File: src/logic/traffic_config.svh
`ifndef TRAFFIC_CONFIG_SVH
`define TRAFFIC_CONFIG_SVH

// Phase timer count width
`define TC_TIMER_WIDTH 6

// Count at which each timed phase ends
// A phase lasts its value plus one cycle since the timer starts at 0
`define TC_STARTUP_CYCLES 5
`define TC_GREEN_CYCLES 30
`define TC_YELLOW_CYCLES 5
`define TC_WALK_CYCLES 10

`endif

File: src/logic/traffic_pkg.sv
package traffic_pkg;

    // Lamp code shown on one signal head
    typedef enum logic [1:0] {
        RED    = 2'b00,
        GREEN  = 2'b01,
        YELLOW = 2'b10,
        OFF    = 2'b11
    } light_t;

    // Phases of the signal plan
    typedef enum logic [2:0] {
        STARTUP_FLASH,
        NS_GREEN,
        NS_YELLOW,
        EW_GREEN,
        EW_YELLOW,
        PED_WALK,
        EMERGENCY
    } phase_t;

    // Conditioned requests from the field inputs
    typedef struct packed {
        logic emergency;
        logic ped_pending;
    } requests_t;

    // Registered outputs of the crossing
    typedef struct packed {
        light_t ns;
        light_t ew;
        logic   walk;
        logic   emergency_active;
    } lamp_state_t;

endpackage

File: src/logic/phase_timer.sv
`timescale 1ns/10ps

`include "traffic_config.svh"

module phase_timer (
    input  logic                       clk,
    input  logic                       rst_n,
    input  logic                       start,
    output logic [`TC_TIMER_WIDTH-1:0] count
);

    // Counts up from the start pulse and holds at all ones
    always_ff @(posedge clk or negedge rst_n) begin
        if (!rst_n) begin
            count <= '0;
        end else if (start) begin
            count <= '0;
        end else if (count != '1) begin
            // Saturate so a long emergency hold never wraps
            count <= count + 1'b1;
        end
    end

endmodule

File: src/logic/request_conditioner.sv
`timescale 1ns/10ps

module request_conditioner (
    input  logic                   clk,
    input  logic                   rst_n,
    input  logic                   emergency,
    input  logic                   pedestrian_req,
    input  logic                   ped_served,
    output traffic_pkg::requests_t requests
);
    import traffic_pkg::*;

    logic [1:0] emergency_sync;
    logic [1:0] ped_sync;
    logic       ped_latch;

    // Two flop synchronisers for the asynchronous field inputs
    always_ff @(posedge clk or negedge rst_n) begin
        if (!rst_n) begin
            emergency_sync <= 2'b00;
            ped_sync       <= 2'b00;
        end else begin
            emergency_sync <= {emergency_sync[0], emergency};
            ped_sync       <= {ped_sync[0], pedestrian_req};
        end
    end

    // Holds a short press until the walk phase serves it
    // A new press wins over the served clear
    always_ff @(posedge clk or negedge rst_n) begin
        if (!rst_n) begin
            ped_latch <= 1'b0;
        end else if (ped_sync[1]) begin
            ped_latch <= 1'b1;
        end else if (ped_served) begin
            ped_latch <= 1'b0;
        end
    end

    assign requests.emergency   = emergency_sync[1];
    assign requests.ped_pending = ped_sync[1] | ped_latch;

endmodule

File: src/logic/phase_sequencer.sv
`timescale 1ns/10ps

`include "traffic_config.svh"

module phase_sequencer (
    input  logic                   clk,
    input  logic                   rst_n,
    input  traffic_pkg::requests_t requests,
    output traffic_pkg::phase_t    phase,
    output logic                   ped_served
);
    import traffic_pkg::*;

    // Terminal counts at timer width
    localparam logic [`TC_TIMER_WIDTH-1:0] STARTUP_END =
        `TC_TIMER_WIDTH'(`TC_STARTUP_CYCLES);
    localparam logic [`TC_TIMER_WIDTH-1:0] GREEN_END =
        `TC_TIMER_WIDTH'(`TC_GREEN_CYCLES);
    localparam logic [`TC_TIMER_WIDTH-1:0] YELLOW_END =
        `TC_TIMER_WIDTH'(`TC_YELLOW_CYCLES);
    localparam logic [`TC_TIMER_WIDTH-1:0] WALK_END =
        `TC_TIMER_WIDTH'(`TC_WALK_CYCLES);

    phase_t                      next_phase;
    phase_t                      return_phase;
    phase_t                      next_return;
    logic                        preempt;
    logic                        timer_start;
    logic [`TC_TIMER_WIDTH-1:0]  timer_count;

    phase_timer phase_timer_i (
        .clk   (clk),
        .rst_n (rst_n),
        .start (timer_start),
        .count (timer_count)
    );

    // Emergency overrides every plan phase except the flash phases
    assign preempt = requests.emergency
                   && (phase != STARTUP_FLASH)
                   && (phase != EMERGENCY);

    always_comb begin
        next_phase  = phase;
        next_return = return_phase;

        if (preempt) begin
            next_phase = EMERGENCY;
        end else begin
            case (phase)
                STARTUP_FLASH: begin
                    if (timer_count >= STARTUP_END) begin
                        next_phase = NS_GREEN;
                    end
                end
                NS_GREEN: begin
                    if (timer_count >= GREEN_END) begin
                        next_phase = NS_YELLOW;
                    end
                end
                NS_YELLOW: begin
                    if (timer_count >= YELLOW_END) begin
                        if (requests.ped_pending) begin
                            // Walk first, then resume with the crossing green
                            next_phase  = PED_WALK;
                            next_return = EW_GREEN;
                        end else begin
                            next_phase = EW_GREEN;
                        end
                    end
                end
                EW_GREEN: begin
                    if (timer_count >= GREEN_END) begin
                        next_phase = EW_YELLOW;
                    end
                end
                EW_YELLOW: begin
                    if (timer_count >= YELLOW_END) begin
                        if (requests.ped_pending) begin
                            next_phase  = PED_WALK;
                            next_return = NS_GREEN;
                        end else begin
                            next_phase = NS_GREEN;
                        end
                    end
                end
                PED_WALK: begin
                    if (timer_count >= WALK_END) begin
                        next_phase = return_phase;
                    end
                end
                EMERGENCY: begin
                    // Restart the plan with a full flash once released
                    if (!requests.emergency) begin
                        next_phase = STARTUP_FLASH;
                    end
                end
                default: begin
                    next_phase = STARTUP_FLASH;
                end
            endcase
        end
    end

    // Timer restarts on every phase change so it reads 0 in the new phase
    assign timer_start = (next_phase != phase);

    always_ff @(posedge clk or negedge rst_n) begin
        if (!rst_n) begin
            phase        <= STARTUP_FLASH;
            return_phase <= NS_GREEN;
            ped_served   <= 1'b0;
        end else begin
            phase        <= next_phase;
            return_phase <= next_return;
            // High for the first cycle of the walk
            ped_served   <= (next_phase == PED_WALK) && (phase != PED_WALK);
        end
    end

endmodule

File: src/logic/lamp_driver.sv
`timescale 1ns/10ps

module lamp_driver (
    input  logic                     clk,
    input  logic                     rst_n,
    input  traffic_pkg::phase_t      phase,
    output traffic_pkg::lamp_state_t lamps
);
    import traffic_pkg::*;

    phase_t      phase_q;
    logic        toggle_q;
    logic        flash_red;
    light_t      flash_code;
    lamp_state_t lamps_next;

    // Flash restarts at OFF whenever the phase changes
    assign flash_red  = (phase != phase_q) ? 1'b0 : toggle_q;
    assign flash_code = flash_red ? RED : OFF;

    always_comb begin
        lamps_next.ns               = RED;
        lamps_next.ew               = RED;
        lamps_next.walk             = 1'b0;
        lamps_next.emergency_active = 1'b0;
        case (phase)
            STARTUP_FLASH: begin
                lamps_next.ns = flash_code;
                lamps_next.ew = flash_code;
            end
            NS_GREEN:  lamps_next.ns = GREEN;
            NS_YELLOW: lamps_next.ns = YELLOW;
            EW_GREEN:  lamps_next.ew = GREEN;
            EW_YELLOW: lamps_next.ew = YELLOW;
            PED_WALK:  lamps_next.walk = 1'b1;
            EMERGENCY: begin
                lamps_next.ns               = flash_code;
                lamps_next.ew               = flash_code;
                lamps_next.emergency_active = 1'b1;
            end
            default: ;
        endcase
    end

    always_ff @(posedge clk or negedge rst_n) begin
        if (!rst_n) begin
            phase_q  <= STARTUP_FLASH;
            toggle_q <= 1'b0;
            lamps    <= '{ns: RED, ew: RED, walk: 1'b0, emergency_active: 1'b0};
        end else begin
            phase_q  <= phase;
            toggle_q <= ~flash_red;
            lamps    <= lamps_next;
        end
    end

endmodule

File: src/logic/traffic_intersection.sv
`timescale 1ns/10ps

module traffic_intersection (
    input  logic                     clk,
    input  logic                     rst_n,
    input  logic                     emergency,
    input  logic                     pedestrian_req,
    output traffic_pkg::lamp_state_t lamps
);
    import traffic_pkg::*;

    requests_t requests;
    phase_t    phase;
    logic      ped_served;

    // Decode stage
    request_conditioner request_conditioner_i (
        .clk            (clk),
        .rst_n          (rst_n),
        .emergency      (emergency),
        .pedestrian_req (pedestrian_req),
        .ped_served     (ped_served),
        .requests       (requests)
    );

    // Execute stage that returns the served pulse to the pedestrian latch
    phase_sequencer phase_sequencer_i (
        .clk        (clk),
        .rst_n      (rst_n),
        .requests   (requests),
        .phase      (phase),
        .ped_served (ped_served)
    );

    // Result stage
    lamp_driver lamp_driver_i (
        .clk   (clk),
        .rst_n (rst_n),
        .phase (phase),
        .lamps (lamps)
    );

endmodule

File: config.mk
export PLATFORM = sky130hd
export DESIGN_NAME = traffic_intersection
export DESIGN_NICKNAME = d
export VERILOG_FILES = /design/src/logic/traffic_pkg.sv /design/src/logic/phase_timer.sv /design/src/logic/request_conditioner.sv /design/src/logic/phase_sequencer.sv /design/src/logic/lamp_driver.sv /design/src/logic/traffic_intersection.sv
export VERILOG_INCLUDE_DIRS = /design/src /design/src/logic
export SDC_FILE = /design/constraint.sdc
export NUM_CORES = 1
export LEC_CHECK = 0
export ABC_AREA = 1
export BUFFER_PORTS_ARGS = -buffer_cell sky130_fd_sc_hd__clkbuf_2
export CAP_MARGIN = 20
export CELL_PAD_IN_SITES_DETAIL_PLACEMENT = 1
export CELL_PAD_IN_SITES_GLOBAL_PLACEMENT = 2
export CORE_AREA = 4 4 69 97
export CTS_BUF_LIST = sky130_fd_sc_hd__clkbuf_4 sky130_fd_sc_hd__clkbuf_8
export CTS_CLUSTER_SIZE = 28
export DETAILED_ROUTE_END_ITERATION = 10
export DIE_AREA = 0 0 73 101
export HOLD_SLACK_MARGIN = 0.12
export PLACE_DENSITY_LB_ADDON = 0.1
export SYNTH_ARGS = -nofsm -noshare
export SYNTH_HDL_FRONTEND = slang
export SYNTH_SLANG_ARGS = --single-unit
File: constraint.sdc
create_clock -name clk -period 1.65 [get_ports clk]
set_input_delay 0.33 -clock clk [delete_from_list [all_inputs] [get_ports clk]]
set_output_delay 0.33 -clock clk [all_outputs]
set_load 0.03 [all_outputs]
# Word level (Yosys, flattened, before mapping)

Index checks and enable logic that the tools add are counted.

Add/subtract/negate cells: 1
$mul: 0
Div/mod/pow operators: 0
Order comparisons: 3
Equal/unequal tests: 16
Shifts and indexed selects: 0
Multiplexer cells: 26
Bitwise operators: 3
Reduce and logical (&&, ||, !) cells: 10

Operators with widths:

| kind                | count |
|---|---|
| $mux 3              | 14 |
| $pmux 3 s7          | 1 |
| $eq 3x3->1 const B  | 4 |
| $mux 6              | 2 |
| $pmux 2 s3          | 2 |
| $ne 2x2->1 const B  | 4 |
| $add 6x1->6 const B | 1 |
| $eq 3x2->1 const B  | 2 |
| $ge 6x3->1 const B  | 1 |
| $ge 6x4->1 const B  | 1 |
| $ge 6x5->1 const B  | 1 |
| $ne 3x3->1          | 2 |
| $ne 3x3->1 const B  | 2 |
| $ne 6x6->1 const B  | 1 |
| $pmux 3 s2          | 1 |
| $reduce_and 6->1    | 1 |
| $reduce_bool 2->1   | 3 |
| $mux 1              | 5 |
| $eq 3x1->1 const B  | 1 |
| $logic_and 1x1->1   | 3 |
| $logic_not 3->1     | 1 |
| $reduce_bool 3->1   | 1 |
| $mux 2              | 1 |
| $not 1->1           | 2 |
| 2 further kinds     | 2 |

Bits in registers: 28
Bits in latches: 0
Bits in writable memories: 0
Bits in read-only memories: 0
Bits of input ports: 4
Output and inout port bits: 6
Memories kept: 0

# Longest topological paths before layout

Depth after elaboration: 7
Gate-level depth with buffers: 12
Mapped depth without buffers: 12

# Modules after synthesis

A second synthesis with hierarchy kept.

Cells, all modules: 174
Area total of the unflattened synthesis: 1361.3 µm²

Modules (own cells, without submodules):

| module              | times used | cells an instance | area an instance (µm²) | seq. area each (µm²) |
|---|---|---|---|---|
| phase_sequencer     | 1          | 78                | 447.9                  | 125.1 |
| lamp_driver         | 1          | 43                | 406.6                  | 250.2 |
| phase_timer         | 1          | 44                | 352.8                  | 150.1 |
| request_conditioner | 1          | 9                 | 153.9                  | 125.1 |

# Least setup slack after synthesis

Ideal clock, no wire load.

Path type: register to register
Start: register phase_sequencer_i.phase_timer_i.count[0]
End: register phase_sequencer_i.phase_timer_i.count[5]
Setup time: 0.080 ns
Data arrival time: 1.489 ns
Data required time: 1.570 ns
Slack: 0.080 ns
Cell stages (with the launch flop): 13
Clock period less this slack: 1.570 ns
Cells stage by stage: dfrtp_1 -> inv_1 -> ha_1 -> inv_1 -> o21ai_1 -> nand3_1 -> nand2_2 -> inv_2 -> nand2_2 -> nand2_1 -> nand2_2 -> nand3_4 -> nor3_2

Word-level cells in the longest chain between the ends: 6

RTL lines:

| item                                        | RTL line               | text |
|---|---|---|
| start, declared                             | phase_timer.sv:9       | `` output logic [`TC_TIMER_WIDTH-1:0] count `` |
| start signal, assigned                      | phase_timer.sv:20      | `count <= count + 1'b1;` |
| $ge 6x4->1, or another cell as far along    | phase_sequencer.sv:88  | `if (timer_count >= WALK_END) begin` |
| $mux 3, or another cell as far along        | phase_sequencer.sv:88  |  |
| $pmux 3 s7                                  | phase_sequencer.sv:50  | `case (phase)` |
| $mux 3                                      | phase_sequencer.sv:47  | `if (preempt) begin` |
| $ne 3x3->1                                  | phase_sequencer.sv:106 | `assign timer_start = (next_phase != phase);` |
| $mux 6 or $reduce_bool 2->1 (tied branches) | n/a                    |  |

Several ways; a longest one is shown, not always the timed one. The select of a mux whose other input is x is not followed.
A chain may end at the register's enable or synchronous reset.

# Worst setup path after layout

Start: register phase_sequencer_i.phase_timer_i.count[0]
End: register phase_sequencer_i.phase_timer_i.count[0]

Same word-level chain as after synthesis.

==> flow_summary.toml <==
[logic_synthesis]
synth_seq_cells = 26
synth_most_common_cell = "dfrtp_1"
synth_edf_count = 0
synth_top_cell_by_area = "dfrtp_1"
synth.area.top_cells = "dfrtp_1 48%, nand2_1 6.3%, nor3_2 4.4%"
async_flop_share = 1.00
syn_nets = 157
synth_warnings = 0
synth_top_area_share = 0.478
netlist_top_cells_count = "26 x dfrtp_1, 23 x nand2_1, 14 x inv_1"
synth_flop_cell = "dfrtp_1"
synth_seq_area_share = 0.478
synthCells = 149
post_synth.cell_area_avg_um2 = 9.14
ys_types = 26
synth_area_um2 = 1360

[setup_path]
crit_arrival_ps = 1900
crit_path_start_kind = "flop"
crit_type = "flop to flop"
crit_path_end_kind = "flop"
r2r-start = "phase_sequencer_i.phase_timer_i.count[0]"
r2r_slack_ps = -50
startpoint = "phase_sequencer_i.phase_timer_i.count[0]"
cp.required_ps = 1850
path_max_fanout = 6

[grt]
track_usage = 0.114
grt-ovfl-total = 0
grt_pass1_vias = 1276
grt_pass1_wl_um = 6380
grt_max_degree = 27
antenna_found_initial = 0

[sta]
max_freq_ghz = 0.588
worst_slack_ps = -50.8
drv_slew = 0
fin_skew_ps = 1.86
maxSlewHeadroom = 0.546
tightest_slew_ps = 681
min_period_ps = 1700
hold_viol_final = 0
fin_crit_sh = 1.03
rsz0062_at_grt = "yes"
finalSetupViolations = 6

[floorplan]
start_util = 0.234
die-area_um2 = 7370
die-width_um = 73
core_area_um2 = 5820
die_h_um = 101
fp-row-count = 33
num_io_pins = 10

[worst_hold_path]
min_path_type = "input port to flop"
hp-start = "pedestrian_req"

[placement]
place_hpwl_um = 2940
io_buffers = 9
placed_area_um2 = 1670
dpl_worst_slack_ps = -104
gp_congestion = 0.720
dp_cells = 252

[cts]
clk_latency_ps = 280
cts-root-buf = "clkbuf_8"
cts_inserted_buffers = 3
ctsLongestPathBuffers = 2
htreeDepth = 1
clock-sinks = 26
cts_tree = "done"
path_clk_slew_ps = 100

[drt]
routed_wl_um = 3760
ant_nets = 0
routedWlPerCell_um = 14.3
vias_per_cell = 4.37
vias = 1145
drt-pass1-iter-count = 2
dr.first_iter.drc_count = 29
drc_errors = 0

[cells_and_area]
area_delta_synth_final_pct = 40.9
fin_area_um2 = 1920
final_cell_count_no_fill = 262
layout.nets = 201
fillers = 680
antenna_cells = 0
utilization = 0.329
drive_above_1_share = 0.521

[power_and_ir_drop]
power_w = 0.00319
power.internal_w = 0.00184
p_leak_nw = 0.908
power_frac_comb = 0.537
switchingPower_w = 0.00135
max-vdd-ir-drop_mv = 0.449
p_clk_frac = 0.173
seqPwrFrac = 0.290
p_per_area_nw_per_um2 = 1660
switching_share = 0.422

[outcome]
violations = "negative setup slack"
run_status = "complete, but fails checks"

[run]
drv_cap = 0
-- power by group through the flow --
stage               Clock [W]  Combinational, W  Sequential, W
global route         0.000586           0.00191       0.000943
finish               0.000551           0.00171       0.000923
detailed placement          0           0.00152       0.000922
global placement            0           0.00150       0.000915
floorplan                   0          0.000853        0.00101
CTS                  0.000571           0.00164       0.000911
-- area by class of cell --
type	count	area (µm²)	area share
inverters	20	77.6	0.0404
clock inverters	1	30.0	0.0157
clock buffers	3	41.3	0.0215
repair buffers	40	292	0.152
flip-flops and latches	26	654	0.341
multi-input cells	102	736	0.384
well taps	70	87.6	0.0457
-- worst max-delay path, cell delays in order, from the launching register on --
cell,delay [ps]
dfrtp_2,450
inv_2,100
ha_4,130
inv_2,30
o21ai_2,120
buf_6,120
nand3_2,70
nand2_2,80
inv_2,50
nand2_2,60
nand2_2,60
nand2_4,70
nand3_4,140
nor3_2,140
-- state kept, by name, summed over array words and instances (netlist names) --
signal and flops:
lamp_driver_i.lamps 6, phase_sequencer_i.phase_timer_i.count 6, lamp_driver_i.phase_q 3, phase_sequencer_i.phase 3, request_conditioner_i.emergency_sync 2, request_conditioner_i.ped_sync 2, lamp_driver_i.toggle_q 1, phase_sequencer_i.ped_served 1
phase_sequencer_i.return_phase 1, request_conditioner_i.ped_latch 1
-- placed cells by master, fill, tap and decap left out, types with 2 or more instances in the layout --
cell and n:
nand4_1 4, nand3_2 6, o21ai_0 5, buf_4 27
buf_6 3, nand2_4 5, inv_2 9, nor2_1 11
dfrtp_2 3, nand2_2 12, nor3_2 5, clkbuf_8 3
nand3_4 2, nand3_1 6, a21oi_1 5, nor2_2 5
nand2_1 19, ha_4 3, clkbuf_2 9, dfrtp_1 23
inv_1 10
-- path summary, 6_finish.rpt --
check / endpoint / cells after the start
min in group asynchronous: lamp_driver_i.phase_q[0] / 2
min: request_conditioner_i.ped_sync[0] / 1
max reg2reg: phase_sequencer_i.phase_timer_i.count[0] / 13
min reg2reg: request_conditioner_i.emergency_sync[1] / 0
max in group asynchronous: phase_sequencer_i.phase_timer_i.count[0] / 2
max: phase_sequencer_i.phase_timer_i.count[0] / 13
-- what timing repair did --
item	4_1_cts	5_1_grt
setup buffers	3	2
hold buffers	1	0
gates resized for setup	18	16
endpoints found under the setup margin	6	11
hold endpoints to repair	26	0
pin swaps	3	7
-- metrics by stage --
| stage | hold WS (ps) | TNS, ps |
|---|---|---|
| detailed placement | 340 | -541 |
| CTS | 142 | -189 |
| floorplan | 34.4 | 0 |
| global placement | 340 | -139 |
| finish | 149 | -236 |
| global route | 149 | -990 |
-- cells by family after synthesis --
logic type	count (synthesis)	share of synthesized area
AOI/OAI and AO/OA	18	0.0781
xor gates and xnor gates	2	0.0129
adders and majority gates	4	0.0368
buffers and inverters	21	0.0607
DFF	26	0.478
and+or+nand+nor	78	0.334
-- per-layer routing --
metal | track usage | up-vias | wire (µm)
met5 | 0 | - | 0
li1 | - | 571 | -
met3 | 0.0120 | 5 | 52
met4 | 0.0426 | 0 | 62
met1 | 0.127 | 559 | 1510
met2 | 0.214 | 10 | 2140
(Power assumes the default switching activity.)
